### src/mips_pkg.sv
package mips_pkg;

   localparam int NB_DATA     = 32;
   localparam int NB_REG      = 5;
   localparam int NB_MEM_ADDR = 8;                  // word address bits of data memory
   localparam int NB_COL      = 4;
   localparam int NB_BYTE     = NB_DATA / NB_COL;   // width of one memory column

   // primary opcodes of the supported subset
   typedef enum logic [5:0] {
      OP_RTYPE = 6'h00,
      OP_ADDIU = 6'h09,
      OP_ANDI  = 6'h0c,
      OP_ORI   = 6'h0d,
      OP_LUI   = 6'h0f,
      OP_LB    = 6'h20,
      OP_LH    = 6'h21,
      OP_LW    = 6'h23,
      OP_LBU   = 6'h24,
      OP_LHU   = 6'h25,
      OP_SB    = 6'h28,
      OP_SH    = 6'h29,
      OP_SW    = 6'h2b
   } opcode_e;

   // function field of r-type
   typedef enum logic [5:0] {
      F_ADDU = 6'h21,
      F_SUBU = 6'h23,
      F_AND  = 6'h24,
      F_OR   = 6'h25,
      F_XOR  = 6'h26,
      F_SLT  = 6'h2a
   } funct_e;

   typedef enum logic [2:0] {
      ALU_ADD,
      ALU_SUB,
      ALU_AND,
      ALU_OR,
      ALU_XOR,
      ALU_SLT,
      ALU_LUI
   } alu_op_e;

   typedef enum logic [1:0] {
      MEM_BYTE,
      MEM_HALF,
      MEM_WORD
   } mem_size_e;

   typedef struct packed {
      alu_op_e alu_op;
      logic    use_imm;
      logic    imm_zero_ext;
   } ctrl_ex_t;

   typedef struct packed {
      logic      mem_read;
      logic      mem_write;
      mem_size_e mem_size;
   } ctrl_mem_t;

   typedef struct packed {
      logic              reg_write;
      logic              mem_to_reg;
      logic              load_unsigned;
      mem_size_e         mem_size;
      logic [NB_REG-1:0] dst;
   } ctrl_wb_t;

   typedef struct packed {
      ctrl_ex_t           ex;
      ctrl_mem_t          mem;
      ctrl_wb_t           wb;
      logic [NB_DATA-1:0] rs_data;
      logic [NB_DATA-1:0] rt_data;
      logic [NB_DATA-1:0] imm;        // already sign extended
   } id_ex_t;

   typedef struct packed {
      ctrl_mem_t          mem;
      ctrl_wb_t           wb;
      logic [NB_DATA-1:0] alu_res;    // doubles as load/store address
      logic [NB_DATA-1:0] st_data;
   } ex_mem_t;

   typedef struct packed {
      logic [NB_REG-1:0]  idx;
      logic [NB_DATA-1:0] data;
   } wb_result_t;

   function automatic logic [NB_DATA-1:0] sign_ext16(input logic [15:0] v);
      return {{(NB_DATA-16){v[15]}}, v};
   endfunction

   function automatic logic [NB_DATA-1:0] zero_ext16(input logic [15:0] v);
      return {{(NB_DATA-16){1'b0}}, v};
   endfunction

   function automatic logic [NB_DATA-1:0] ext_byte(input logic [NB_BYTE-1:0] b,
                                                   input logic is_unsigned);
      return {{(NB_DATA-NB_BYTE){b[NB_BYTE-1] & ~is_unsigned}}, b};
   endfunction

   function automatic logic [NB_DATA-1:0] ext_half(input logic [15:0] h,
                                                   input logic is_unsigned);
      return {{(NB_DATA-16){h[15] & ~is_unsigned}}, h};
   endfunction

endpackage
### src/write_back.sv
`timescale 1ns/100ps

module write_back import mips_pkg::*; (
   input  logic [NB_DATA-1:0] i_mem_data,
   input  logic [NB_DATA-1:0] i_alu_data,
   input  ctrl_wb_t           i_wb_ctl,
   input  logic [1:0]         i_addr_lo,
   input  logic               i_mem_valid,
   output logic               o_rf_we,
   output logic [NB_REG-1:0]  o_rf_idx,
   output logic [NB_DATA-1:0] o_rf_data,
   output logic               o_res_valid,
   output wb_result_t         o_res
);

   logic [NB_BYTE-1:0] ld_byte;
   logic [15:0]        ld_half;
   logic [NB_DATA-1:0] ld_val;

   assign ld_byte = i_mem_data[i_addr_lo*NB_BYTE +: NB_BYTE];
   assign ld_half = i_addr_lo[1] ? i_mem_data[31:16] : i_mem_data[15:0];

   always_comb begin
      case (i_wb_ctl.mem_size)
         MEM_BYTE: ld_val = ext_byte(ld_byte, i_wb_ctl.load_unsigned);
         MEM_HALF: ld_val = ext_half(ld_half, i_wb_ctl.load_unsigned);
         default:  ld_val = i_mem_data;
      endcase
   end

   assign o_rf_data = i_wb_ctl.mem_to_reg ? ld_val : i_alu_data;
   assign o_rf_idx  = i_wb_ctl.dst;
   assign o_rf_we   = i_mem_valid && i_wb_ctl.reg_write && (i_wb_ctl.dst != '0);  // r0 dropped

   assign o_res_valid = o_rf_we;
   assign o_res       = '{idx: o_rf_idx, data: o_rf_data};

endmodule

### config.mk
export PLATFORM = sky130hd
export DESIGN_NAME = write_back
export DESIGN_NICKNAME = d
export VERILOG_FILES = /design/src/mips_pkg.sv /design/src/write_back.sv
export SDC_FILE = /design/constraint.sdc
export NUM_CORES = 1
export LEC_CHECK = 0
export ABC_CLOCK_PERIOD_IN_PS = 1500
export BUFFER_PORTS_ARGS = -buffer_cell sky130_fd_sc_hd__buf_2
export CAP_MARGIN = 20
export CORE_MARGIN = 8
export CORE_UTILIZATION = 31
export DETAILED_ROUTE_END_ITERATION = 7
export PLACE_DENSITY_LB_ADDON = 0.1
export SLEW_MARGIN = 20
export SYNTH_ARGS = -nofsm -noshare
export SYNTH_HDL_FRONTEND = slang
export SYNTH_SLANG_ARGS = --single-unit
### constraint.sdc
create_clock -name vclk -period 1.5
set_input_delay 0.15 -clock vclk [all_inputs]
set_output_delay 0.15 -clock vclk [all_outputs]
set_load 0.02 [all_outputs]
# Yosys cells after proc, flatten, opt, wreduce, memory -nomap -nowiden
# Index checks and enable logic that the tools add are counted.
# Widths: inputs -> output; s select.
[op_classes]
n_eq_ne = 1
bitwise_logic = 3
n_mux = 3
shifts = 1
n_reduce_logical = 4
[ops]
columns = ["cell", "n"]
rows = [
  ["$pmux 32 s2", 1],
  ["$mux 32", 1],
  ["$shiftx 32x6->8", 1],
  ["$mux 16", 1],
  ["$reduce_bool 5->1", 1],
  ["$and 1x1->1", 2],
  ["$eq 2x1->1 const B", 1],
  ["$logic_and 1x1->1", 2],
  ["$logic_not 2->1", 1],
  ["$not 1->1", 1],
]
[word_totals]
input_bits = 77
elab_cells = 12
output_inout_bits = 76
register_bits = 0

# Longest topological paths before layout
[logic_depth]
word_depth = 4
mapped_depth = 7
ltp_nobuf = 4

# Least setup slack after synthesis
# No wires, ideal clock.
[synth_timing]
kind = "in2out"
start = "in i_addr_lo[1]"
end = "out o_rf_data[15]"
t_required_ns = 1.350
n_path_buf = 2
path_stages = 6
path_slack_ns = -0.266
arrival_ns = 1.616
path_cell_list = "buf_6 > or3b_1 > o22ai_1 > a21oi_1 > a21oi_1 > buf_4"
[synth_rtl]
columns = ["item", "line", "source"]
rows = [
  ["from (decl)", "write_back.sv:7", "input logic [1:0] i_addr_lo,"],
  ["to (decl)", "write_back.sv:11", "output logic [NB_DATA-1:0] o_rf_data,"],
]

==> results.md <==
- Hold Path End: o_res[32]
- Final Hold Viols: 0
- Family with the most delay on the worst path: buffers and inverters
- Post-synthesis xor/xnor area fraction: 0%
- Post-route setup slack: -0.1419 ns
- Full die area: 0.006381 mm2
- Placer Congestion: 0.8657
- P_sw: 0.5980 mW
- Netlist cell types: 33
- Syn_area_per_cell: 6.912 um2
- RSZ-0062 raised after global routing: true
- Post-Synthesis Cells: between 150 and 200
- Vias in the first global route: 1867
- VDD IR max: 0.0002282 V
- WP buf/inv: 4
- Port Buffers: 153
- Fillers: 344
- Worst slew pin tran: 0.4440 ns
- P_leak: 1.242 nW
- Placed cells: 349
- Final Cycle Share: 109.5%
- Final Cell Area: 0.002471 mm2
- Status: complete, but fails checks
- Synth Area in Adders: 0%
- Clock Power Share: 0%
- Logic gate share of total power: 100.0%
- Via count: 1826
- Total grt overflow: 0
- Die Width: 79.88 um
- Total track usage: about 17%
- Synth Area in Compound Gates: 34.52%
- Final non-filler cell total: 362
- Internal: between 0.5 and 0.6 mW
- Pin count of the biggest net entering global routing: 22
- Fmax: 609.1 MHz
- CP max FO: 7
- Placed Area: approximately 0.002 mm2
- Final setup viols: 20
- Share of cells above drive strength 1: 73.63%
- Cell Chain, Critical Path: buf_8, buf_6, or3_4, o22ai_4, a21oi_4, buf_12, a21oi_4, buf_6
- First-pass GRT wire length: roughly 9000 um
- Clock buf count: 0
- Area delta synth->final: 95.35%
- Drt via density: 5.044
- Failing checks: negative setup slack
- Proportion of synthesized area in mux cells: under 10%
- Layout sequential cell count: 0
- Critical Path AT: 1.49 ns
- Ys Warns: 0
- Switching share of total power: 53.74%
- Hold Startpoint: i_wb_ctl[0]
- Reg area: 0 um2
- Area of the mapped netlist: 0.001265 mm2
- First-pass DRT Iterations: 4
- Slowest stage cell on the critical path: or3_4
- Pwr per Cell Area: 450.2 mW/mm2
- Max-cap violations: 0
- Hold Crit Class: in2out
- Worst slew margin: 70.37%
- Synth Area in Simple Gates: 24.83%
- Drt total wl: just over 6000 um
- Critical Path Start: i_wb_ctl[5]
- CP Capture Type: output port
- Hold Slack: about 0.54 ns
- CP max stage delay: roughly 0.37 ns
- Initial antenna violation count: 1
- Initial Util: 31.85%
- DRC viols: 0
- Syn Nets: 260
- Req. time, crit path: approximately 1.4 ns
- Sequential fraction of the synthesis area: 0%
- DP Wirelength: 4967 um
- Initial drt markers: 47
- Critical Path Start Type: primary input
- Fin. max-slew vios: 0
- Main combinational cell family by area after synthesis: compound AO/OA/AOI/OAI gates
- Tmin final: roughly 1.6 ns
- Sequential share of power: 0%
- Hold Crit Depth: 2
- Dpl ws: -0.3727 ns
- Net count, final: slightly below 400
- Io pins: 153
- Critical path class: in2out
- Per-cell routed wire length: 17.23 um
- Stages on worst setup path: 8
- Setup TNS Final: -1.923 ns
- Core area: 0.003971 mm2
- Row cnt: 23
- Die span in y: ~80 um
- Post-route ant nets: 0
## Yosys cell counts, types with 3 or more instances
cell type | instances | area share [%]
nand2b_1 | 8 | 4.0
and2_1 | 7 | 3.5
a311oi_1 | 6 | 4.2
nand3b_1 | 8 | 4.7
a211o_1 | 3 | 2.1
clkbuf_1 | 10 | 3.0
mux2_2 | 6 | 5.3
nand2_1 | 12 | 3.6
buf_4 | 43 | 26
a221o_1 | 13 | 10
and3_1 | 3 | 1.5
o22ai_1 | 8 | 4.0
a21oi_1 | 22 | 8.7
nor2_1 | 8 | 2.4
## final cells by class
class,count,area [um2],share of cell area (%)
Timing Repair Buffer,185,1280,51.80
Multi-Input combinational cell,124,1119,45.27
Tap cell,50,62.56,2.532
Inverter,2,7.507,0.3038
Antenna cell,1,2.502,0.1013
## what timing repair did
item	in CTS	in global routing
setup buffers	5	6
hold buffers	0	0
resized for setup	56	33
cloned	1	0
endpoints found under the setup margin	64	64
pin swaps	14	12
endpoints found under the hold margin	0	0
## cells by family after synthesis
kind of cell / Yosys count
buffers and inverters: 59
and+or+nand+nor: 56
muxes: 10
AOI/OAI and AO/OA: 58
## power by group through the flow
stage	clock, mW	sequential (mW)	combinational [mW]
floorplan	0	0	0.719
global placement	0	0	0.920
detailed placement	0	0	0.922
CTS	0	0	1.04
global route	0.0000000892	0	1.18
finish	0.0000000894	0	1.11
## worst max-delay path by stage
stage / end
floorplan: o_rf_data[22]
global placement: o_res[29]
detailed placement: o_rf_data[29]
CTS: o_rf_data[15]
global route: o_res[15]
finish: o_res[15]
## layer usage
metal  GRT usage, %  up-vias  wire length, um
li1               -      900                -
met1          21.00      812             2478
met2          29.99      110             3016
met3          3.604        4              694
met4         0.9091        0               50
met5              0        -                0
## per-stage QoR
| stage | power (mW) | util [%] |
|---|---|---|
| floorplan | 0.7192 | - |
| global placement | 0.9202 | 50.57 |
| detailed placement | 0.9222 | 50.57 |
| CTS | 1.038 | 57.53 |
| global route | 1.184 | 62.22 |
| finish | 1.113 | 62.22 |
## layout by cell type (no fill, tap or decap), types with 2 or more instances in the layout
master and instances:
buf_8 2, mux2i_1 2, a221o_1 13, buf_12 4, buf_4 36, buf_2 117
a311oi_2 5, o22ai_1 7, buf_6 25, nor2_2 2, and3_1 3, nand2b_1 7
nor2_1 7, mux2_2 2, a21oi_1 2, and2_1 6, nand3b_1 8, inv_1 2
mux2_4 5, nand2_1 12, a211o_1 3, a21oi_4 9, a21oi_2 11
Note: power is estimated with default switching activity, not from simulation.
