==> src/mips_pkg.sv <==
package mips_pkg;

   localparam int NB_DATA     = 32;
   localparam int NB_REG      = 5;
   localparam int NB_MEM_ADDR = 8;                  // word address bits of data memory
   localparam int NB_COL      = 4;
   localparam int NB_BYTE     = NB_DATA / NB_COL;   // width of one memory column

   // primary opcodes of the supported subset
   typedef enum logic [5:0] {
      OP_RTYPE = 6'h00,
      OP_ADDIU = 6'h09,
      OP_ANDI  = 6'h0c,
      OP_ORI   = 6'h0d,
      OP_LUI   = 6'h0f,
      OP_LB    = 6'h20,
      OP_LH    = 6'h21,
      OP_LW    = 6'h23,
      OP_LBU   = 6'h24,
      OP_LHU   = 6'h25,
      OP_SB    = 6'h28,
      OP_SH    = 6'h29,
      OP_SW    = 6'h2b
   } opcode_e;

   // function field of r-type
   typedef enum logic [5:0] {
      F_ADDU = 6'h21,
      F_SUBU = 6'h23,
      F_AND  = 6'h24,
      F_OR   = 6'h25,
      F_XOR  = 6'h26,
      F_SLT  = 6'h2a
   } funct_e;

   typedef enum logic [2:0] {
      ALU_ADD,
      ALU_SUB,
      ALU_AND,
      ALU_OR,
      ALU_XOR,
      ALU_SLT,
      ALU_LUI
   } alu_op_e;

   typedef enum logic [1:0] {
      MEM_BYTE,
      MEM_HALF,
      MEM_WORD
   } mem_size_e;

   typedef struct packed {
      alu_op_e alu_op;
      logic    use_imm;
      logic    imm_zero_ext;
   } ctrl_ex_t;

   typedef struct packed {
      logic      mem_read;
      logic      mem_write;
      mem_size_e mem_size;
   } ctrl_mem_t;

   typedef struct packed {
      logic              reg_write;
      logic              mem_to_reg;
      logic              load_unsigned;
      mem_size_e         mem_size;
      logic [NB_REG-1:0] dst;
   } ctrl_wb_t;

   typedef struct packed {
      ctrl_ex_t           ex;
      ctrl_mem_t          mem;
      ctrl_wb_t           wb;
      logic [NB_DATA-1:0] rs_data;
      logic [NB_DATA-1:0] rt_data;
      logic [NB_DATA-1:0] imm;        // already sign extended
   } id_ex_t;

   typedef struct packed {
      ctrl_mem_t          mem;
      ctrl_wb_t           wb;
      logic [NB_DATA-1:0] alu_res;    // doubles as load/store address
      logic [NB_DATA-1:0] st_data;
   } ex_mem_t;

   typedef struct packed {
      logic [NB_REG-1:0]  idx;
      logic [NB_DATA-1:0] data;
   } wb_result_t;

   function automatic logic [NB_DATA-1:0] sign_ext16(input logic [15:0] v);
      return {{(NB_DATA-16){v[15]}}, v};
   endfunction

   function automatic logic [NB_DATA-1:0] zero_ext16(input logic [15:0] v);
      return {{(NB_DATA-16){1'b0}}, v};
   endfunction

   function automatic logic [NB_DATA-1:0] ext_byte(input logic [NB_BYTE-1:0] b,
                                                   input logic is_unsigned);
      return {{(NB_DATA-NB_BYTE){b[NB_BYTE-1] & ~is_unsigned}}, b};
   endfunction

   function automatic logic [NB_DATA-1:0] ext_half(input logic [15:0] h,
                                                   input logic is_unsigned);
      return {{(NB_DATA-16){h[15] & ~is_unsigned}}, h};
   endfunction

endpackage
==> src/instr_decode.sv <==
`timescale 1ns/100ps

module instr_decode import mips_pkg::*; (
   input  logic               i_clk,
   input  logic               i_rst,
   input  logic               i_wb_cyc,
   input  logic               i_wb_stb,
   input  logic               i_wb_we,
   input  logic [NB_DATA-1:0] i_wb_dat,
   output logic [NB_DATA-1:0] o_wb_dat,
   output logic               o_wb_ack,
   output logic [NB_REG-1:0]  o_rs_idx,
   output logic [NB_REG-1:0]  o_rt_idx,
   input  logic [NB_DATA-1:0] i_rs_data,
   input  logic [NB_DATA-1:0] i_rt_data,
   input  ctrl_wb_t           i_ex_wb,    // instruction sitting in execute
   input  ctrl_wb_t           i_mem_wb,   // instruction sitting in memory
   output id_ex_t             o_id_ex,
   output logic               o_id_valid
);

   logic [5:0]        opcode;
   logic [5:0]        funct;
   logic [NB_REG-1:0] rd;
   logic [15:0]       imm;
   ctrl_ex_t          ctl_ex;
   ctrl_mem_t         ctl_mem;
   ctrl_wb_t          ctl_wb;
   logic              supported;
   logic              use_rs;
   logic              use_rt;
   logic              hit_ex;
   logic              hit_mem;
   logic              capture;

   assign opcode   = i_wb_dat[31:26];
   assign o_rs_idx = i_wb_dat[25:21];
   assign o_rt_idx = i_wb_dat[20:16];
   assign rd       = i_wb_dat[15:11];
   assign imm      = i_wb_dat[15:0];
   assign funct    = i_wb_dat[5:0];

   assign o_wb_dat = '0;   // reads return zero

   always_comb begin
      ctl_ex    = '{alu_op: ALU_ADD, use_imm: 1'b0, imm_zero_ext: 1'b0};
      ctl_mem   = '{mem_read: 1'b0, mem_write: 1'b0, mem_size: MEM_WORD};
      ctl_wb    = '{reg_write: 1'b0, mem_to_reg: 1'b0, load_unsigned: 1'b0,
                    mem_size: MEM_WORD, dst: o_rt_idx};
      supported = 1'b1;
      use_rs    = 1'b1;
      use_rt    = 1'b0;
      case (opcode_e'(opcode))
         OP_RTYPE: begin
            use_rt           = 1'b1;
            ctl_wb.reg_write = 1'b1;
            ctl_wb.dst       = rd;
            case (funct_e'(funct))
               F_ADDU:  ctl_ex.alu_op = ALU_ADD;
               F_SUBU:  ctl_ex.alu_op = ALU_SUB;
               F_AND:   ctl_ex.alu_op = ALU_AND;
               F_OR:    ctl_ex.alu_op = ALU_OR;
               F_XOR:   ctl_ex.alu_op = ALU_XOR;
               F_SLT:   ctl_ex.alu_op = ALU_SLT;
               default: supported = 1'b0;
            endcase
         end
         OP_ADDIU, OP_ANDI, OP_ORI, OP_LUI: begin
            ctl_ex.use_imm   = 1'b1;
            ctl_wb.reg_write = 1'b1;
            if (opcode_e'(opcode) == OP_ANDI) ctl_ex.alu_op = ALU_AND;
            if (opcode_e'(opcode) == OP_ORI) ctl_ex.alu_op = ALU_OR;
            ctl_ex.imm_zero_ext = (opcode_e'(opcode) == OP_ANDI) ||
                                  (opcode_e'(opcode) == OP_ORI);
            if (opcode_e'(opcode) == OP_LUI) begin
               ctl_ex.alu_op = ALU_LUI;
               use_rs        = 1'b0;   // lui has no register source
            end
         end
         OP_LB, OP_LBU, OP_LH, OP_LHU, OP_LW: begin
            ctl_ex.use_imm       = 1'b1;
            ctl_mem.mem_read     = 1'b1;
            ctl_wb.reg_write     = 1'b1;
            ctl_wb.mem_to_reg    = 1'b1;
            ctl_wb.load_unsigned = (opcode_e'(opcode) == OP_LBU) ||
                                   (opcode_e'(opcode) == OP_LHU);
            if (opcode[1:0] == 2'b00) ctl_mem.mem_size = MEM_BYTE;   // lb, lbu
            if (opcode[1:0] == 2'b01) ctl_mem.mem_size = MEM_HALF;   // lh, lhu
         end
         OP_SB, OP_SH, OP_SW: begin
            use_rt            = 1'b1;   // store data
            ctl_ex.use_imm    = 1'b1;
            ctl_mem.mem_write = 1'b1;
            if (opcode[1:0] == 2'b00) ctl_mem.mem_size = MEM_BYTE;
            if (opcode[1:0] == 2'b01) ctl_mem.mem_size = MEM_HALF;
         end
         default: supported = 1'b0;
      endcase
      if (!supported) begin
         use_rs = 1'b0;   // bubble, never stalls
         use_rt = 1'b0;
      end
      ctl_wb.mem_size = ctl_mem.mem_size;
   end

   // scoreboard against the two stages ahead, writeback goes through the rf bypass
   assign hit_ex = o_id_valid && i_ex_wb.reg_write && (i_ex_wb.dst != '0) &&
                   ((use_rs && i_ex_wb.dst == o_rs_idx) ||
                    (use_rt && i_ex_wb.dst == o_rt_idx));
   assign hit_mem = i_mem_wb.reg_write && (i_mem_wb.dst != '0) &&
                    ((use_rs && i_mem_wb.dst == o_rs_idx) ||
                     (use_rt && i_mem_wb.dst == o_rt_idx));

   assign o_wb_ack = i_wb_cyc && i_wb_stb && !(i_wb_we && (hit_ex || hit_mem));
   assign capture  = o_wb_ack && i_wb_we && supported;

   always_ff @(posedge i_clk) begin
      if (i_rst) begin
         o_id_valid <= 1'b0;
      end else begin
         o_id_valid <= capture;
      end
   end

   always_ff @(posedge i_clk) begin
      if (capture) begin
         o_id_ex.ex      <= ctl_ex;
         o_id_ex.mem     <= ctl_mem;
         o_id_ex.wb      <= ctl_wb;
         o_id_ex.rs_data <= i_rs_data;
         o_id_ex.rt_data <= i_rt_data;
         o_id_ex.imm     <= sign_ext16(imm);
      end
   end

endmodule

==> config.mk <==
export PLATFORM = sky130hd
export DESIGN_NAME = instr_decode
export DESIGN_NICKNAME = d
export VERILOG_FILES = /design/src/mips_pkg.sv /design/src/instr_decode.sv
export SDC_FILE = /design/constraint.sdc
export NUM_CORES = 1
export LEC_CHECK = 0
export BUFFER_PORTS_ARGS = -buffer_cell sky130_fd_sc_hd__buf_4
export CORE_AREA = 2 2 108 110
export DETAILED_ROUTE_END_ITERATION = 6
export DIE_AREA = 0 0 110 112
export PLACE_DENSITY = 0.72
export SLEW_MARGIN = 0
export SYNTH_ARGS = -nofsm -noshare
export SYNTH_HDL_FRONTEND = slang
export SYNTH_SLANG_ARGS = --single-unit
export TNS_END_PERCENT = 50
==> constraint.sdc <==
create_clock -name i_clk -period 5.1 [get_ports i_clk]
set_clock_uncertainty 0.1 [all_clocks]
set_input_delay 0 -clock i_clk [delete_from_list [all_inputs] [get_ports i_clk]]
set_output_delay 0 -clock i_clk [all_outputs]
set_load 0.1 [all_outputs]
-- Yosys cells after proc, flatten, opt, wreduce, memory -nomap -nowiden
Index checks and enable logic that the tools add are counted.
- add/subtract/negate cells: 0
- $mul: 0
- divide/modulo/power cells: 0
- $lt $le $gt $ge: 0
- eq/ne operators: 23
- shift-type cells: 0
- multiplexer cells: 20
- bitwise logic cells: 0
- reductions and logical operators: 32
- operator list (cell ; count):
    equality test 6 bit, second input constant ; 14
    equality test 6 x 4 -> 1 bit, second input constant ; 4
    equality test 5 bit ; 4
    one-hot mux 3 bit (5 select lines) ; 1
    logical AND 1 bit ; 14
    OR reduction 12 bit ; 1
    two-way mux 1 bit ; 10
    nonzero test 5 bit ; 2
    OR reduction 10 bit ; 1
    two-way mux 2 bit ; 4
    OR reduction 4 bit ; 2
    OR reduction 8 bit ; 1
    logical NOT 6 bit ; 1
    two-way mux 3 bit ; 2
    one-hot mux 3 bit (2 select lines) ; 1
    OR reduction 6 bit ; 1
    logical OR 1 bit ; 5
    two-way mux 5 bit ; 1
    OR reduction 5 bit ; 1
    OR reduction 3 bit ; 1
    equality test 2 x 1 -> 1 bit, second input constant ; 1
    logical NOT 2 bit ; 1
    one-hot mux 1 bit (2 select lines) ; 1
    logical NOT 1 bit ; 1
- register bits after elaboration: 98
- latch bits: 0
- bits in writable memories: 0
- bits in read-only memories: 0
- input port bits: 121
- output and inout port bits: 159
- word-level logic and storage cells: 89
- memories: 0

-- Depth between registers and ports, before layout
- word-level depth: 14
- depth in mapped cells: 7
- gate-level depth less buffers: 6

-- Worst setup path before layout
Ideal clock, no wire load.
- kind: register to register
- start point: register o_id_valid
- end point: register o_id_ex[0] in the netlist's numbering, enable pin
- library setup time: 552 ps
- data arrival time: 5112 ps
- required time: 4448 ps
- setup slack: -664 ps
- cell stages (with the launch flop): 6
- path buffers: 0
- clock period less this slack: 5764 ps
- cell sequence: dfxtp_1 -> o211ai_2 -> nor4_1 -> o21ai_2 -> nand2_2 -> nor2_1
- cells in the longest elaborated chain, start to end: 9
- RTL lines (what ; RTL line ; source):
    start, declared ; instr_decode.sv:19 ; output logic o_id_valid
    start signal, assigned ; instr_decode.sv:121 ; o_id_valid <= capture;
    logical AND 1 bit (3 in a row) ; instr_decode.sv:107 ; assign hit_ex = o_id_valid && i_ex_wb.reg_write && (i_ex_wb.dst != '0) &&
    logical OR 1 bit ; instr_decode.sv:114 ; assign o_wb_ack = i_wb_cyc && i_wb_stb && !(i_wb_we && (hit_ex || hit_mem));
    logical AND 1 bit ; instr_decode.sv:114 ;
    logical NOT 1 bit ; instr_decode.sv:114 ;
    logical AND 1 bit ; instr_decode.sv:114 ;
    logical AND 1 bit (2 in a row) ; instr_decode.sv:115 ; assign capture = o_wb_ack && i_wb_we && supported;
    named net capture ; instr_decode.sv:34 ; logic capture;
    end, declared ; instr_decode.sv:18 ; output id_ex_t o_id_ex,
The timed path passes the listed nets, and every way through them passes these cells.
A chain may end at the register's enable or synchronous reset.

-- Final worst setup path
- start point: input port i_wb_dat[26]
- end point: register o_id_ex[49] in the netlist's numbering, enable pin
- cells in the longest elaborated chain, start to end: 13
- elaborated cells on any way between the ends: 36
- those cells by class: eq/ne: 12; mux: 6; reduce/logical: 18
- RTL lines (what ; RTL line ; source):
    start, declared ; instr_decode.sv:9 ; input logic [NB_DATA-1:0] i_wb_dat,
    equality test 6 x 4 -> 1 bit (tied with other cells) ; instr_decode.sv:53 ; case (opcode_e'(opcode))
    OR reduction 12 bit (no source line) (tied with other cells) ; n/a ;
    one-hot mux 1 bit (2 select lines) / two-way mux 1 bit (equally long branches) ; instr_decode.sv:53 ;
    two-way mux 1 bit ; instr_decode.sv:99 ; if (!supported) begin
    logical AND 1 bit, on equally long branches ; n/a ;
    logical OR 1 bit, on equally long branches ; instr_decode.sv:108, instr_decode.sv:111 ;
    logical AND 1 bit, on equally long branches ; instr_decode.sv:107, instr_decode.sv:110 ;
    logical OR 1 bit ; instr_decode.sv:114 ;
    logical AND 1 bit ; instr_decode.sv:114 ;
    logical NOT 1 bit ; instr_decode.sv:114 ;
    logical AND 1 bit ; instr_decode.sv:114 ;
    logical AND 1 bit ; instr_decode.sv:115 ;
    logical AND 1 bit (*) ; instr_decode.sv:115 ;
    named net capture ; instr_decode.sv:34 ;
The timed path passes the listed nets; every way through them passes the cells marked *.

==> summary.txt <==
Logic synthesis
  – Yosys warning total: 0
  – #FFs+latches synth: 97
  – Area leader, netlist: edfxtp_1
  – Top FF cell, synth: edfxtp_1
  – Area contributors post-synth: edfxtp_1, buf_4, xor2_1, xnor2_1, mux2_2
  – Syn Std Cell Area: 4060 um^2
  – Most frequent cell after synthesis: edfxtp_1
  – Synth top area share: 0.710
  – Avg Cell Area, Syn: 15.6 um^2
  – Cells after synthesis: 260
  – Post-synth EDFFs: 96
  – Count of cell types in the netlist: 40
  – Seq/Total Area, Yosys: 0.715
  – Async S/R FF share, synth: 0
  – Post-synth top cells: edfxtp_1, buf_4, xor2_1

Placement
  – Dpl ws: 2270 ps
  – Input/output buffers: 239
  – DP Cell Count: 608
  – Placer Congestion: 0.743
  – Detailed Place HPWL: 8.62 mm

Timing
  – RSZ-0062 raised after global routing: false
  – Peak Freq: 327 MHz
  – Period minus WS final: 3060 ps
  – Worst-Margin Slew: 1240 ps
  – Slew margin rel.: 0.175
  – Worst Setup Slack, final: 2040 ps
  – Final Hold Violating Endpoints: 0
  – Period utilization: 0.599
  – Slew Limit Fails: 0
  – Hold slack: 40.6 ps
  – # setup viols final: 0
  – TNS Setup: 0 ps

Critical path
  – Crit-path leading delay family: buffers and inverters
  – Worst setup SP type: input port
  – Cell mode on critical path: buf_4
  – CP max stage cell: buf_4
  – Buf+Inv Stages, Crit Path: 3
  – CP Cell Sequence: dlygate4sd3_1, buf_4, nor2_1, nor3b_2, a21oi_1, a211oi_1, o2111ai_1, nor2_4, buf_4
  – Arrival time of the worst setup path: 2910 ps
  – CP required: 4950 ps
  – CP max stage delay: 850 ps
  – Crit. End Element: flop
  – Critical path peak fanout: 96
  – Setup Crit Path Kind: input port to flop

CTS
  – H-Tree Depth: 3
  – Clock sinks: 97
  – Postcts setup bufs: 0
  – Root Buffer: clkbuf_16
  – Longest Clk Path Bufs: 2
  – Clock insertion delay at the later pin of the skew report: 340 ps
  – CTS tree: done
  – TritonCTS buffer count: 9
  – CTS clk-pin slew, worst paths: 70 ps

Global route
  – Vias in the first global route: 3,296
  – First-pass GRT wire length: 18.5 mm
  – Initial antenna violation count: 1
  – Largest net degree at the start of global routing: 97
  – Overflow after GRT: 0
  – Total Routing Usage GR: 0.209

Power and ir drop
  – PwrDens: 305 nW/um^2
  – VDD IR max: 209 uV
  – Static leakage: 0.00288 uW

Drt
  – Drt total wl: 13.4 mm
  – Drt drc: 0
  – Vias/cell: 4.55
  – Final ANT Viol Nets: 0
  – Vias: 3,267
  – Drt first pass iters: 4
  – Drt initial violations: 217
  – WL/cell: 18.6 um

Die
  – Starting Density: 0.363
  – # rows: 39
  – Die ar.: 12,300 um^2
  – DIE HEIGHT: 112 um
  – Core Area: 11,200 um^2
  – Chip width: 110 um
  – Num ports: 280

Status
  – Outcome: completed

Finish
  – Antenna diodes: 0
  – Final Non-Filler Cells: 718
  – Layout cells sized above 1: 0.464
  – Post-layout util: 0.623
  – Nets: 691
  – Layout area overhead: 71.5%

Run
  – Max Cap Violations: 0

Hold path
  – Min-Delay Path Class: input port to flop
-- through the flow --
| step | instance area (um^2) | power [uW] |
|---|---|---|
| floorplan | 4180 | 1210 |
| global placement | 5680 | 1290 |
| detailed placement | 5680 | 1300 |
| CTS | 6960 | 2130 |
| global route | 6960 | 2190 |
| finish | 6960 | 2120 |
-- state kept, by name (all words and copies together), names as in the netlist --
| signal | flops |
|---|---|
| o_id_valid | 1 |
| o_id_ex | 96 |
-- worst paths after layout --
| kind | cells past startpoint | from | slack, ps | endpoint |
|---|---|---|---|---|
| setup reg to reg | 6 | o_id_valid | 2800 | o_id_ex[49] |
| setup / recovery | 9 | i_wb_dat[26] | 2040 | o_id_ex[49] |
| hold / removal | 4 | i_wb_dat[31] | 40 | o_id_ex[110] |
| hold reg to reg | 5 | o_id_valid | 1270 | o_id_valid |
-- area by class of cell --
| class | instances | area [um^2] |
|---|---|---|
| fill | 775 | 4210 |
| sequential | 97 | 2900 |
| timing repair buffer | 334 | 2740 |
| multi-input combinational | 126 | 787 |
| clock buffer | 10 | 229 |
| tap | 143 | 179 |
| clock inverter | 6 | 114 |
| inverter | 2 | 7.51 |
-- metal layers --
| metal | global-route usage | part of all wire |
|---|---|---|
| met1 | 0.233 | 0.37 |
| met4 | 0.0717 | 0.021 |
| met3 | 0.0585 | 0.088 |
| met2 | 0.375 | 0.52 |
| met5 | 0 | 0.00097 |
-- placed cells by master (no fill, tap or decap), types with 2 or more instances in the layout --
cell type        n
nor2_1           9
dlygate4sd3_1   94
o21ai_2          2
or4_1            2
mux2_2           5
nand3_1          3
a21oi_1          4
o21ai_0          5
conb_1          32
clkbuf_16        9
bufinv_16        3
xnor2_1         10
nand2b_1         2
nor4_1           3
nor3_1           4
nand2_1          6
edfxtp_1        96
a31oi_1          2
nor4b_1          3
o21ai_1          2
xor2_1          12
inv_1            2
buf_4          240
nand4_1          3
-- cell families after synthesis --
logic type	share of synthesized area
AO/OA/AOI/OAI	0.0361
multiplexers	0.0139
flip-flops	0.715
buffers and inverters	0.122
AND/OR/NAND/NOR	0.0650
XOR/XNOR	0.0475
other	0.000924
-- repair_timing --
action	in CTS	in global routing
setup endpoints to repair	0	0
hold endpoints to repair	96	0
resized for setup	0	0
hold buffers	94	0
-- power breakdown --
group	total (uW)	internal (uW)	leakage [uW]	switching, uW
Combinational	456	142	0.00186	313
Clock	772	483	0.000167	289
Sequential	894	889	0.000858	4.95
-- worst min-delay path: stages --
cell     delay [ps]
buf_4           140
nor2_1           80
nand2_1          50
nor2_1           40
(Power assumes the default switching activity.)
