$ cat src/mips_pkg.sv
package mips_pkg;

   localparam int NB_DATA     = 32;
   localparam int NB_REG      = 5;
   localparam int NB_MEM_ADDR = 8;                  // word address bits of data memory
   localparam int NB_COL      = 4;
   localparam int NB_BYTE     = NB_DATA / NB_COL;   // width of one memory column

   // primary opcodes of the supported subset
   typedef enum logic [5:0] {
      OP_RTYPE = 6'h00,
      OP_ADDIU = 6'h09,
      OP_ANDI  = 6'h0c,
      OP_ORI   = 6'h0d,
      OP_LUI   = 6'h0f,
      OP_LB    = 6'h20,
      OP_LH    = 6'h21,
      OP_LW    = 6'h23,
      OP_LBU   = 6'h24,
      OP_LHU   = 6'h25,
      OP_SB    = 6'h28,
      OP_SH    = 6'h29,
      OP_SW    = 6'h2b
   } opcode_e;

   // function field of r-type
   typedef enum logic [5:0] {
      F_ADDU = 6'h21,
      F_SUBU = 6'h23,
      F_AND  = 6'h24,
      F_OR   = 6'h25,
      F_XOR  = 6'h26,
      F_SLT  = 6'h2a
   } funct_e;

   typedef enum logic [2:0] {
      ALU_ADD,
      ALU_SUB,
      ALU_AND,
      ALU_OR,
      ALU_XOR,
      ALU_SLT,
      ALU_LUI
   } alu_op_e;

   typedef enum logic [1:0] {
      MEM_BYTE,
      MEM_HALF,
      MEM_WORD
   } mem_size_e;

   typedef struct packed {
      alu_op_e alu_op;
      logic    use_imm;
      logic    imm_zero_ext;
   } ctrl_ex_t;

   typedef struct packed {
      logic      mem_read;
      logic      mem_write;
      mem_size_e mem_size;
   } ctrl_mem_t;

   typedef struct packed {
      logic              reg_write;
      logic              mem_to_reg;
      logic              load_unsigned;
      mem_size_e         mem_size;
      logic [NB_REG-1:0] dst;
   } ctrl_wb_t;

   typedef struct packed {
      ctrl_ex_t           ex;
      ctrl_mem_t          mem;
      ctrl_wb_t           wb;
      logic [NB_DATA-1:0] rs_data;
      logic [NB_DATA-1:0] rt_data;
      logic [NB_DATA-1:0] imm;        // already sign extended
   } id_ex_t;

   typedef struct packed {
      ctrl_mem_t          mem;
      ctrl_wb_t           wb;
      logic [NB_DATA-1:0] alu_res;    // doubles as load/store address
      logic [NB_DATA-1:0] st_data;
   } ex_mem_t;

   typedef struct packed {
      logic [NB_REG-1:0]  idx;
      logic [NB_DATA-1:0] data;
   } wb_result_t;

   function automatic logic [NB_DATA-1:0] sign_ext16(input logic [15:0] v);
      return {{(NB_DATA-16){v[15]}}, v};
   endfunction

   function automatic logic [NB_DATA-1:0] zero_ext16(input logic [15:0] v);
      return {{(NB_DATA-16){1'b0}}, v};
   endfunction

   function automatic logic [NB_DATA-1:0] ext_byte(input logic [NB_BYTE-1:0] b,
                                                   input logic is_unsigned);
      return {{(NB_DATA-NB_BYTE){b[NB_BYTE-1] & ~is_unsigned}}, b};
   endfunction

   function automatic logic [NB_DATA-1:0] ext_half(input logic [15:0] h,
                                                   input logic is_unsigned);
      return {{(NB_DATA-16){h[15] & ~is_unsigned}}, h};
   endfunction

endpackage
$ cat src/alu_execute.sv
`timescale 1ns/100ps

module alu_execute import mips_pkg::*; (
   input  logic    i_clk,
   input  logic    i_rst,
   input  id_ex_t  i_id_ex,
   input  logic    i_id_valid,
   output ex_mem_t o_ex_mem,
   output logic    o_ex_valid
);

   logic [NB_DATA-1:0] op_a;
   logic [NB_DATA-1:0] op_b;
   logic [NB_DATA-1:0] alu_res;
   ex_mem_t            ex_next;

   assign op_a = i_id_ex.rs_data;

   always_comb begin
      if (!i_id_ex.ex.use_imm) begin
         op_b = i_id_ex.rt_data;
      end else if (i_id_ex.ex.imm_zero_ext) begin
         op_b = zero_ext16(i_id_ex.imm[15:0]);   // andi, ori
      end else begin
         op_b = i_id_ex.imm;
      end
   end

   always_comb begin
      case (i_id_ex.ex.alu_op)
         ALU_ADD: alu_res = op_a + op_b;          // also load/store address
         ALU_SUB: alu_res = op_a - op_b;
         ALU_AND: alu_res = op_a & op_b;
         ALU_OR:  alu_res = op_a | op_b;
         ALU_XOR: alu_res = op_a ^ op_b;
         ALU_SLT: alu_res = {{(NB_DATA-1){1'b0}}, $signed(op_a) < $signed(op_b)};
         ALU_LUI: alu_res = {op_b[15:0], 16'h0000};
         default: alu_res = '0;
      endcase
   end

   // side effects only when the slot is valid
   always_comb begin
      ex_next               = '{mem: i_id_ex.mem, wb: i_id_ex.wb,
                                alu_res: alu_res, st_data: i_id_ex.rt_data};
      ex_next.mem.mem_read  = i_id_ex.mem.mem_read && i_id_valid;
      ex_next.mem.mem_write = i_id_ex.mem.mem_write && i_id_valid;
      ex_next.wb.reg_write  = i_id_ex.wb.reg_write && i_id_valid;
   end

   always_ff @(posedge i_clk) begin
      if (i_rst) begin
         o_ex_valid <= 1'b0;
      end else begin
         o_ex_valid <= i_id_valid;
      end
   end

   always_ff @(posedge i_clk) begin
      o_ex_mem <= ex_next;
   end

endmodule

$ cat config.mk
export PLATFORM = sky130hd
export DESIGN_NAME = alu_execute
export DESIGN_NICKNAME = d
export VERILOG_FILES = /design/src/mips_pkg.sv /design/src/alu_execute.sv
export SDC_FILE = /design/constraint.sdc
export NUM_CORES = 1
export LEC_CHECK = 0
export BUFFER_PORTS_ARGS = -buffer_cell sky130_fd_sc_hd__buf_4
export CAP_MARGIN = 25
export CORE_UTILIZATION = 45
export DETAILED_ROUTE_END_ITERATION = 6
export PLACE_DENSITY_LB_ADDON = 0.1
export SYNTH_ARGS = -nofsm -noshare
export SYNTH_HDL_FRONTEND = slang
export SYNTH_SLANG_ARGS = --single-unit
$ cat constraint.sdc
create_clock -name i_clk -period 11.2 [get_ports i_clk]
set_input_delay 0.56 -clock i_clk [delete_from_list [all_inputs] [get_ports i_clk]]
set_output_delay 0.56 -clock i_clk [all_outputs]
set_load 0.01 [all_outputs]
Word level (Yosys, flattened, before mapping):

Cells that the tools add are included.

* bits in registers: 79
* latch bits: 0
* bits in writable memories: 0
* bits in read-only memories: 0
* input port bits: 118
* output and inout bits: 79
* word-level logic and storage cells: 30
* memories kept: 0

* $add $sub $neg: 2
* multipliers: 0
* divide/modulo/power cells: 0
* $lt $le $gt $ge: 1
* equal/unequal tests: 6
* shift-type cells: 0
* multiplexer cells: 3
* bitwise logic cells: 3
* reductions and logical operators: 4

Operators with widths (number)
* one-hot mux 32 bit (7 select lines): 1
* two-way mux 32 bit: 2
* adder 32 bit: 1
* bitwise AND 32 bit: 1
* less-than comparator 32 bit: 1
* bitwise OR 32 bit: 1
* subtractor 32 bit: 1
* bitwise XOR 32 bit: 1
* == test 3 bit, second input constant: 3
* == test 3 x 2 -> 1 bit, second input constant: 2
* == test 3 x 1 -> 1 bit, second input constant: 1
* logical AND 1 bit: 3
* zero test 3 bit: 1

Depth between registers and ports, before layout:

Gate-level depths: netlist of the first run.

* word-level depth: 4
* gate-level depth with buffers: 18
* mapped depth without buffers: 14

Worst setup path before layout of the first run:

No wires, ideal clock.

* path kind: input -> register
* start point: in i_id_ex[111] in the netlist's numbering
* end point: reg o_ex_mem[63] in the netlist's numbering
* setup time: 0.120 ns
* arrival: 4.463 ns
* required time: 11.080 ns
* setup slack: 6.617 ns
* stages: 14
* path buffers: 3
* path through: clkbuf_1 clkbuf_1 clkbuf_1 mux2i_1 ha_1 nand3b_2 o211a_1 o21a_1 o311ai_2 a211oi_2 or3_4 a2111oi_4 nor4b_1 a211o_1

* cells in the longest elaborated chain, start to end: 3
* elaborated cells between the ends (all ways): 7
* classes of those cells: add/sub: 2; mux: 2; bitwise: 3

Ends and longest elaborated chain
* start, declared: RTL line alu_execute.sv:6 `input id_ex_t i_id_ex,`
* two-way mux 32 bit *: RTL line alu_execute.sv:20 `if (!i_id_ex.ex.use_imm) begin`
* subtractor 32 bit, or another cell as far along: RTL line alu_execute.sv:32 `ALU_SUB: alu_res = op_a - op_b;`
* one-hot mux 32 bit (7 select lines) *: RTL line alu_execute.sv:30 `case (i_id_ex.ex.alu_op)`
* net alu_res[31]: RTL line alu_execute.sv:14 `logic [NB_DATA-1:0] alu_res;`
* end signal, assigned: RTL line alu_execute.sv:60 `o_ex_mem <= ex_next;`
* end, declared: RTL line alu_execute.sv:8 `output ex_mem_t o_ex_mem,`

The timed path passes the listed nets; every way through them passes the cells marked *.
A chain may end at the register's enable or synchronous reset.

Worst setup path after layout of the first run:

Ends and elaborated chain as after synthesis.

==> results of run 1 <==
## cell families after synthesis
kind of cell	share of synthesized area, %
compound gates	29.0
xor+xnor	3.47
fa+ha+maj	17.8
buf+inv	8.67
flops	21.6
mux	2.94
simple gates	16.5
## cells in the final DEF, fill, tap and decap left out, types with 8 or more instances in the layout
cell type / netlist / routed
mux2i_1: 17 / 17
clkbuf_16: 0 / 9
nor3_1: 18 / 18
a21o_1: 10 / 10
nand4_1: 8 / 8
o21a_1: 11 / 11
nor2_1: 80 / 80
nor4_1: 8 / 8
o211ai_1: 13 / 13
dfxtp_1: 79 / 79
nand2_1: 79 / 79
o221ai_1: 9 / 9
o22ai_1: 24 / 24
o21ai_0: 57 / 57
ha_1: 101 / 101
a22oi_1: 10 / 10
o21ai_1: 9 / 9
a21oi_1: 87 / 87
nand3_1: 10 / 10
o31ai_1: 9 / 9
inv_1: 113 / 113
and2_1: 8 / 8
xnor2_1: 26 / 26
nor2b_1: 13 / 13
or3_1: 8 / 8
buf_4: 2 / 201
## registers in the layout, summed over array words and instances, names as in the netlist
signal,flops
o_ex_mem,78
o_ex_valid,1
## power by group through the flow
| stage | Combinational (mW) | Clock (mW) | Sequential [mW] |
|---|---|---|---|
| 2_1_floorplan | 0.265 | 0 | 0.336 |
| 3_3_place_gp | 0.435 | 0 | 0.322 |
| 3_5_place_dp | 0.435 | 0 | 0.322 |
| 4_1_cts | 0.439 | 0.296 | 0.316 |
| 5_1_grt | 0.488 | 0.308 | 0.318 |
| 6_report | 0.447 | 0.291 | 0.316 |
## final timing paths
check	from	endpoint	slack (ns)	depth (start not counted)
worst max-delay path	i_id_ex[111]	o_ex_mem[63]	6.74	16
worst min-delay path	i_id_ex[56]	o_ex_mem[24]	0.31	1
## layout make-up
cell class              count  area [sq um]  area share [%]
multi-input cells         728          5110            55.6
repair buffers            201          1510            16.4
flip-flops and latches     79          1580            17.2
clock inverters             7          55.1           0.600
clock buffers               9           225            2.45
inverters                 115           432            4.70
well taps                 216           270            2.94
## metal layers
metal	track usage [%]	wire, um	vias up
li1	-	-	3745
met1	43.8	11500	3573
met2	47.7	11100	469
met3	5.37	2660	49
met4	10.7	753	0
met5	0	0	-
## through the flow
step	setup WS (ns)	std cells	utilization, %	cell area [sq um]	power, mW
3_5_place_dp	6.48	1339	56.0	8900	0.758
5_1_grt	6.46	1355	57.8	9180	1.11
2_1_floorplan	6.62	972	-	7330	0.601
6_report	6.74	1355	57.8	9180	1.05
4_1_cts	6.82	1355	57.8	9180	1.05
3_3_place_gp	6.60	1339	56.0	8900	0.757
==> results by stage, run 1 <==
Drt:
- The routed wirelength normalized by instance count is roughly 19 um.
- The aggregate routed wire length is around 26 mm.
- The final route contains between 7000 and 8000 vias.
- The count of TritonRoute iterations in the first routing pass is 5.
- The number of nets still failing antenna checks after routing is 0.
- For this run, design rule violations remaining after detail routing come to 0.
- The ratio of routed vias to standard cells is between 5 and 6.
- For this block, the initial DRC count from the detailed router was slightly below 900.

Logic synthesis:
- The Yosys warning count is 0.
- The number of instances in the synthesized netlist is 972.
- The count of different cell masters after synthesis is about 80.
- Yosys instantiated no cell more often than inv_1.
- The largest total area in the synthesized netlist belongs to dfxtp_1.
- The main flop type after synthesis is dfxtp_1.
- After synthesis the cells add up to around 7300 sq um.
- Of all flip-flops after synthesis, the portion carrying an async set or reset was 0%.
- The post-synth net total is about 1200.
- The mean instance size in the synthesized netlist is between 7 and 8 sq um.
- By count the netlist is led by inv_1, ha_1, a21oi_1.
- Counting flops with a built-in enable in the synthesized netlist gives 0.
- In this run, synthesis produced a sequential element count of 79.
- After synthesis, flip-flops and latches occupy 21.6% of the total area.
- Sorting the synthesized cells by area gives the leading types as dfxtp_1, ha_1, a21oi_1, inv_1, nor2_1.
- The top-area cell type share of the netlist area is between 20% and 30%.

Clock network:
- After clock tree synthesis, the flow added hold-fix buffers numbering 0.
- TritonCTS created 9 clock buffers.
- After clock tree synthesis, the clock-pin slew on the worst setup and hold paths is approximately 0.08 ns.
- In this run the number of H-tree levels came out at 3.
- The post-CTS setup buffer count is 0.
- The buffer cell driving the clock tree root is clkbuf_16.
- TritonCTS built the clock tree.
- In this run, post-CTS repair resized a total of 0 instances.
- For this design, the sink count on the clock tree is 79.
- The maximum root-to-sink buffer count is 2.

Timing:
- The final setup violation count is 0.
- At the pin with the least slew margin, the transition time is ~1.0 ns.
- The count of pins over their slew limit is 0.
- The final count of hold timing violations was 0.
- The worst path uses between 30% and 40% of the clock period.
- The setup TNS after final layout is 0 ns.
- The maximum operating frequency is between 200 and 250 MHz.
- Setup repair after global routing left no endpoint under its margin.
- The final hold slack is 0.306 ns.
- For the finished layout, the period the worst path requires is between 4 and 5 ns.
- The worst pin sits at a relative slew slack of about a third.

Global route:
- The pin count of the biggest net entering global routing is 60.
- The initial antenna violation count is 0.
- The first global-routing pass estimated about 40 mm of wire.
- The via count of the first global-routing pass is 7276.
- The overall overflow remaining after global route is 0.
- In the global route stage, overall resource usage came out at between 30% and 40%.

Placement:
- The number of buffer cells added on primary ports is 196.
- Routability-driven placement finished with a final weighted congestion of 0.942.
- The final HPWL from detailed placement is between 15 and 20 mm.

Power:
- Across the VDD grid, the largest voltage drop is ~0.080 mV.
- The fraction of power spent switching nets is 38.5%.
- The power share of the combinational group is between 40% and 50%.
- Per report_power, the sequential group accounts for a little under a third of the total.
- The part of the power in the clock network is approximately 28%.
- In this run the static leakage power is around 4.4 nW.
- The internal power of the cells totals roughly 0.65 mW.
- The power per standard cell area is 115 nW/um^2.
- The reported net switching power is approximately 0.4 mW.

Die:
- Measured along the y axis, the die boundary spans between 100 and 150 um.
- The die outline width is approximately 130 um.
- Once the floorplan was initialized, standard cells occupied a little under half of the core.
- The total area inside the core boundary comes to 15900 sq um.
- The placement row count is 46.
- The die covers around 17000 sq um.
- roughly 200 I/O pins were placed.

Worst setup path:
- Data arrives at the worst endpoint at around 4.7 ns.
- In this design, the stage delay of the slowest critical-path cell is a little over 0.5 ns.
- The critical path goes through buf_4 > nor2b_1 > buf_4 > nand2_1 > o21ai_0 > inv_1 > ha_1 > or3_1 > nor4_1 > nor2b_1 > a21bo_2 > a41oi_1 > nand3_1 > a31o_1 > nor4b_1 > a211o_1.
- Grouping stages by cell kind, the critical path spends the most delay in simple AND/OR/NAND/NOR gates.
- Together, buffers and inverters on the worst path number 3.
- At the worst endpoint, the required time is around 11 ns.
- The kind of critical path is in2reg.
- The largest fanout of any net on the critical path is 33.
- STA classifies the critical path endpoint as a flop.
- The slowest stage of the critical path belongs to the cell a41oi_1.
- The startpoint type of the worst setup path is a primary input.

Final layout:
- At the end of the flow, the number of nets in the layout was roughly 1400.
- Compared with the post-synthesis result, the final layout area differs by 25.3%.
- The number of diodes is 0.
- The fraction of layout instances using a drive strength above 1 is a little over a fifth.
- After filler insertion, the fill cell instance count of the layout stands at around 1500.

Min path:
- The worst min-delay path class is in2reg.

Run:
- The number of violations of the max-capacitance limit is 0.

Run status:
- The run finished with clean final reports.
No activity file was read; power rests on OpenSTA's default activity.
==> run 2: changes to the inputs <==
==> constraint.sdc (replaced) <==
create_clock -name i_clk -period 4.4 [get_ports i_clk]
set_input_delay 0.22 -clock i_clk [delete_from_list [all_inputs] [get_ports i_clk]]
set_output_delay 0.22 -clock i_clk [all_outputs]
set_load 0.01 [all_outputs]
==> run 2 against run 1 <==
Net effect:
- global-route usage is 1.4 points higher
- design area is 6.3% higher
- flip-flop and latch count stayed put
- non-clock buffer count is 57 higher
- via count is 2.3% higher
- die area stayed put
- first-iteration DRC count is 15% lower
- total power grew to 2.7 times the previous value
- critical endpoint unchanged
- largest cell class unchanged
==> results by stage, run 2 (synthesized netlist as in run 1, its figures left out) <==
Run status:
- The run finished with clean final reports.

Final layout:
- The number of diodes was 0 (unchanged).
- The number of nets in the layout is 1412 (+4.2%).
- The number of flip-flops in the largest register is 78 (unchanged).
- The largest registers in the layout are o_ex_mem x78, o_ex_valid x1.
- The number of filler cells placed in the layout is 1524 (-1.6%).
- The library cell used most frequently in the layout, excluding fill and tap cells, is buf_4.
- The layout-stage area growth over the synthesis result is 33.2%.
- The fraction of layout instances using a drive strength above 1 is 21.5% (+0.42 points).
- Leaving out fill and tap cells, the most frequent cells in the layout are buf_4, inv_1, ha_1.
- o_ex_mem holds more flip-flops than any other register.
- The final non-filler cell area is 9760 sq um (+6.3%).
- The number of non-filler instances in the completed layout is 1412 (+4.2%).

Placement:
- The final HPWL from detailed placement is 20.5 mm (+5.7%).
- The number of buffer cells added on primary ports is 196 (unchanged).
- The worst slack at placement is 0.357 ns (-6.12 ns).
- The instance area after placement is 9030 sq um (+1.4%).
- The total placed cells including tap cells is 1356 (+1.3%).
- The global placer's final weighted congestion is 1.02 (+8.4%).

Min path:
- The path class of the tightest hold or removal check is in2reg.
- The hold-critical path depth is 1 (unchanged).
- For hold timing, the worst endpoint is o_ex_mem[21].
- The startpoint identified for the worst hold timing path is i_id_ex[53].

Timing:
- Setup repair after global routing left no endpoint under its margin.
- The post-layout minimum cycle time is a little under 4 ns.
- The final setup violation count is 0 (unchanged).
- The worst-margin pin slew is 0.890 ns (-0.119 ns).
- Dividing the final minimum period by the clock period gives between 80 and 90%.
- The worst relative slew slack is 40.5% (+7.9 points).
- The setup TNS after final layout is 0 ns (unchanged).
- The final count of hold timing violations was 0 (unchanged).
- The post-route worst setup slack came to 0.558 ns (-6.18 ns).
- The count of pins over their slew limit is 0 (unchanged).
- The maximum operating frequency is between 200 and 300 MHz.

Power:
- The power per standard cell area is 291 nW/um^2 (+150%).
- The total power of the final layout is 2.84 mW (+170%).
- The maximum ir drop on the vdd rail is 0.175 mV (+120%).
- The static leakage is 4.67 nW (+6.1%).

Clock network:
- The TritonCTS buffer count came to 9 (unchanged).
- The clock tree from TritonCTS is built.
- The maximum root-to-sink buffer count is 2 (unchanged).
- The register clock-pin slew on the reported worst setup and hold paths came to 0.06 ns (-0.02 ns).
- The maximum level of the CTS H-tree is 3 (unchanged).
- The count of instances resized after the clock tree is built is 0 (unchanged).
- The buffer cell driving the clock tree root is clkbuf_16.
- The post-CTS setup buffer count was 0 (unchanged).
- The quantity of hold-fixing buffers added after cts was 39 (+39).
- The sink count of the clock tree was 79 (unchanged).

Drt:
- The ratio of routed vias to standard cells is 5.68 (-1.8%).
- The count of unresolved DRC violations after routing came to 0 (unchanged).
- The number of nets still failing antenna checks after routing is 0 (unchanged).
- The aggregate routed wire length is 27.2 mm (+4.3%).
- The initial DRC count is 743 (-15%).
- The routed wirelength normalized by instance count is 19.2 um (+0.11%).
- The count of TritonRoute iterations in the first routing pass is 5 (unchanged).
- The total via count in the routed design is 8020 (+2.3%).

Run:
- The number of violations of the max-capacitance limit is 0 (unchanged).

Worst setup path:
- STA classifies the critical path endpoint as a flop.
- The required time at the worst-slack endpoint is 4.64 ns (-6.80 ns).
- The worst setup path is launched from a primary input.
- The data arrival time at the worst-slack endpoint is 4.09 ns (-0.62 ns).
- The kind of critical path is in2reg.
- The largest fanout of any net on the critical path is 5 (-85%).

Die:
- The area of the core region is 15900 sq um (unchanged).
- The number of ports placed on the die boundary is 197 (unchanged).
- The die extent in y came to 130 um (unchanged).
- The die outline width is 130 um (unchanged).
- The effective utilization at floorplan is 46.1% (unchanged).
- The total die area was 16800 sq um (unchanged).
- The placement row count is 46 (unchanged).

Global route:
- The pin count of the biggest net entering global routing is 58 (-3.3%).
- The global-route wire length before repair is 41.4 mm (+3.7%).
- The total global-route track usage is 32.5% (+1.4 points).
- The initial antenna violation count is 0 (unchanged).
- The overall overflow remaining after global route came to 0 (unchanged).
- The via count of the first global-routing pass was 7567 (+4.0%).
[run 2: cell types whose count changed in the layout (fill, tap and decap cells not counted), sizes merged]
cell and change:
buf +17, dlygate4sd3 +40, bufinv +2, inv -1, clkinv -1
[run 2: worst max-delay path, stage by stage]
cell	delay, ns
dlygate4sd3_1	0.55
buf_4	0.14
mux2i_1	0.34
ha_1	0.35
nand3b_2	0.26
o211a_1	0.23
o21a_1	0.21
o311ai_2	0.39
a211oi_2	0.17
or3_4	0.44
a2111oi_4	0.38
nor4b_1	0.10
a211o_1	0.29
[run 2: area by class of cell]
cell class / instances / area (sq um) / area share [%]
clock buffers: 9 / 225 / 2.31
clock inverters: 7 / 104 / 1.06
inverters: 115 / 432 / 4.42
multi-input cells: 728 / 5110 / 52.4
flip-flops and latches: 79 / 1580 / 16.2
well taps: 216 / 270 / 2.77
repair buffers: 258 / 2040 / 20.9
[run 2: metal layers]
metal	track usage, %	share of wire, %	vias to the layer above
li1	-	-	3857
met1	44.1	43	3645
met2	48.7	42	459
met3	7.64	11	59
met4	14.8	3.9	0
met5	0	0	-
[run 2: stage by stage]
stage | utilization [%] | hold WS, ns
2_1_floorplan | - | 0.248
4_1_cts | 61.4 | 0.00178
3_5_place_dp | 56.8 | 0.326
3_3_place_gp | 56.8 | 0.324
6_report | 61.4 | 0.00638
5_1_grt | 61.4 | 0.00114
[run 2: worst max-delay path by stage]
stage,startpoint,to,slack [ns],cells after the start
2_1_floorplan,i_id_ex[111],o_ex_mem[63],0.16,14
3_3_place_gp,i_id_ex[111],o_ex_mem[63],0.43,12
3_5_place_dp,i_id_ex[111],o_ex_mem[58],0.36,16
4_1_cts,i_id_ex[39],o_ex_mem[63],0.58,13
5_1_grt,i_id_ex[39],o_ex_mem[63],0.41,13
6_report,i_id_ex[41],o_ex_mem[63],0.56,13
[run 2: power breakdown]
group,switching (mW),internal (mW),total [mW]
sequential,0.0205,0.785,0.805
clock,0.334,0.504,0.838
combinational,0.681,0.520,1.20
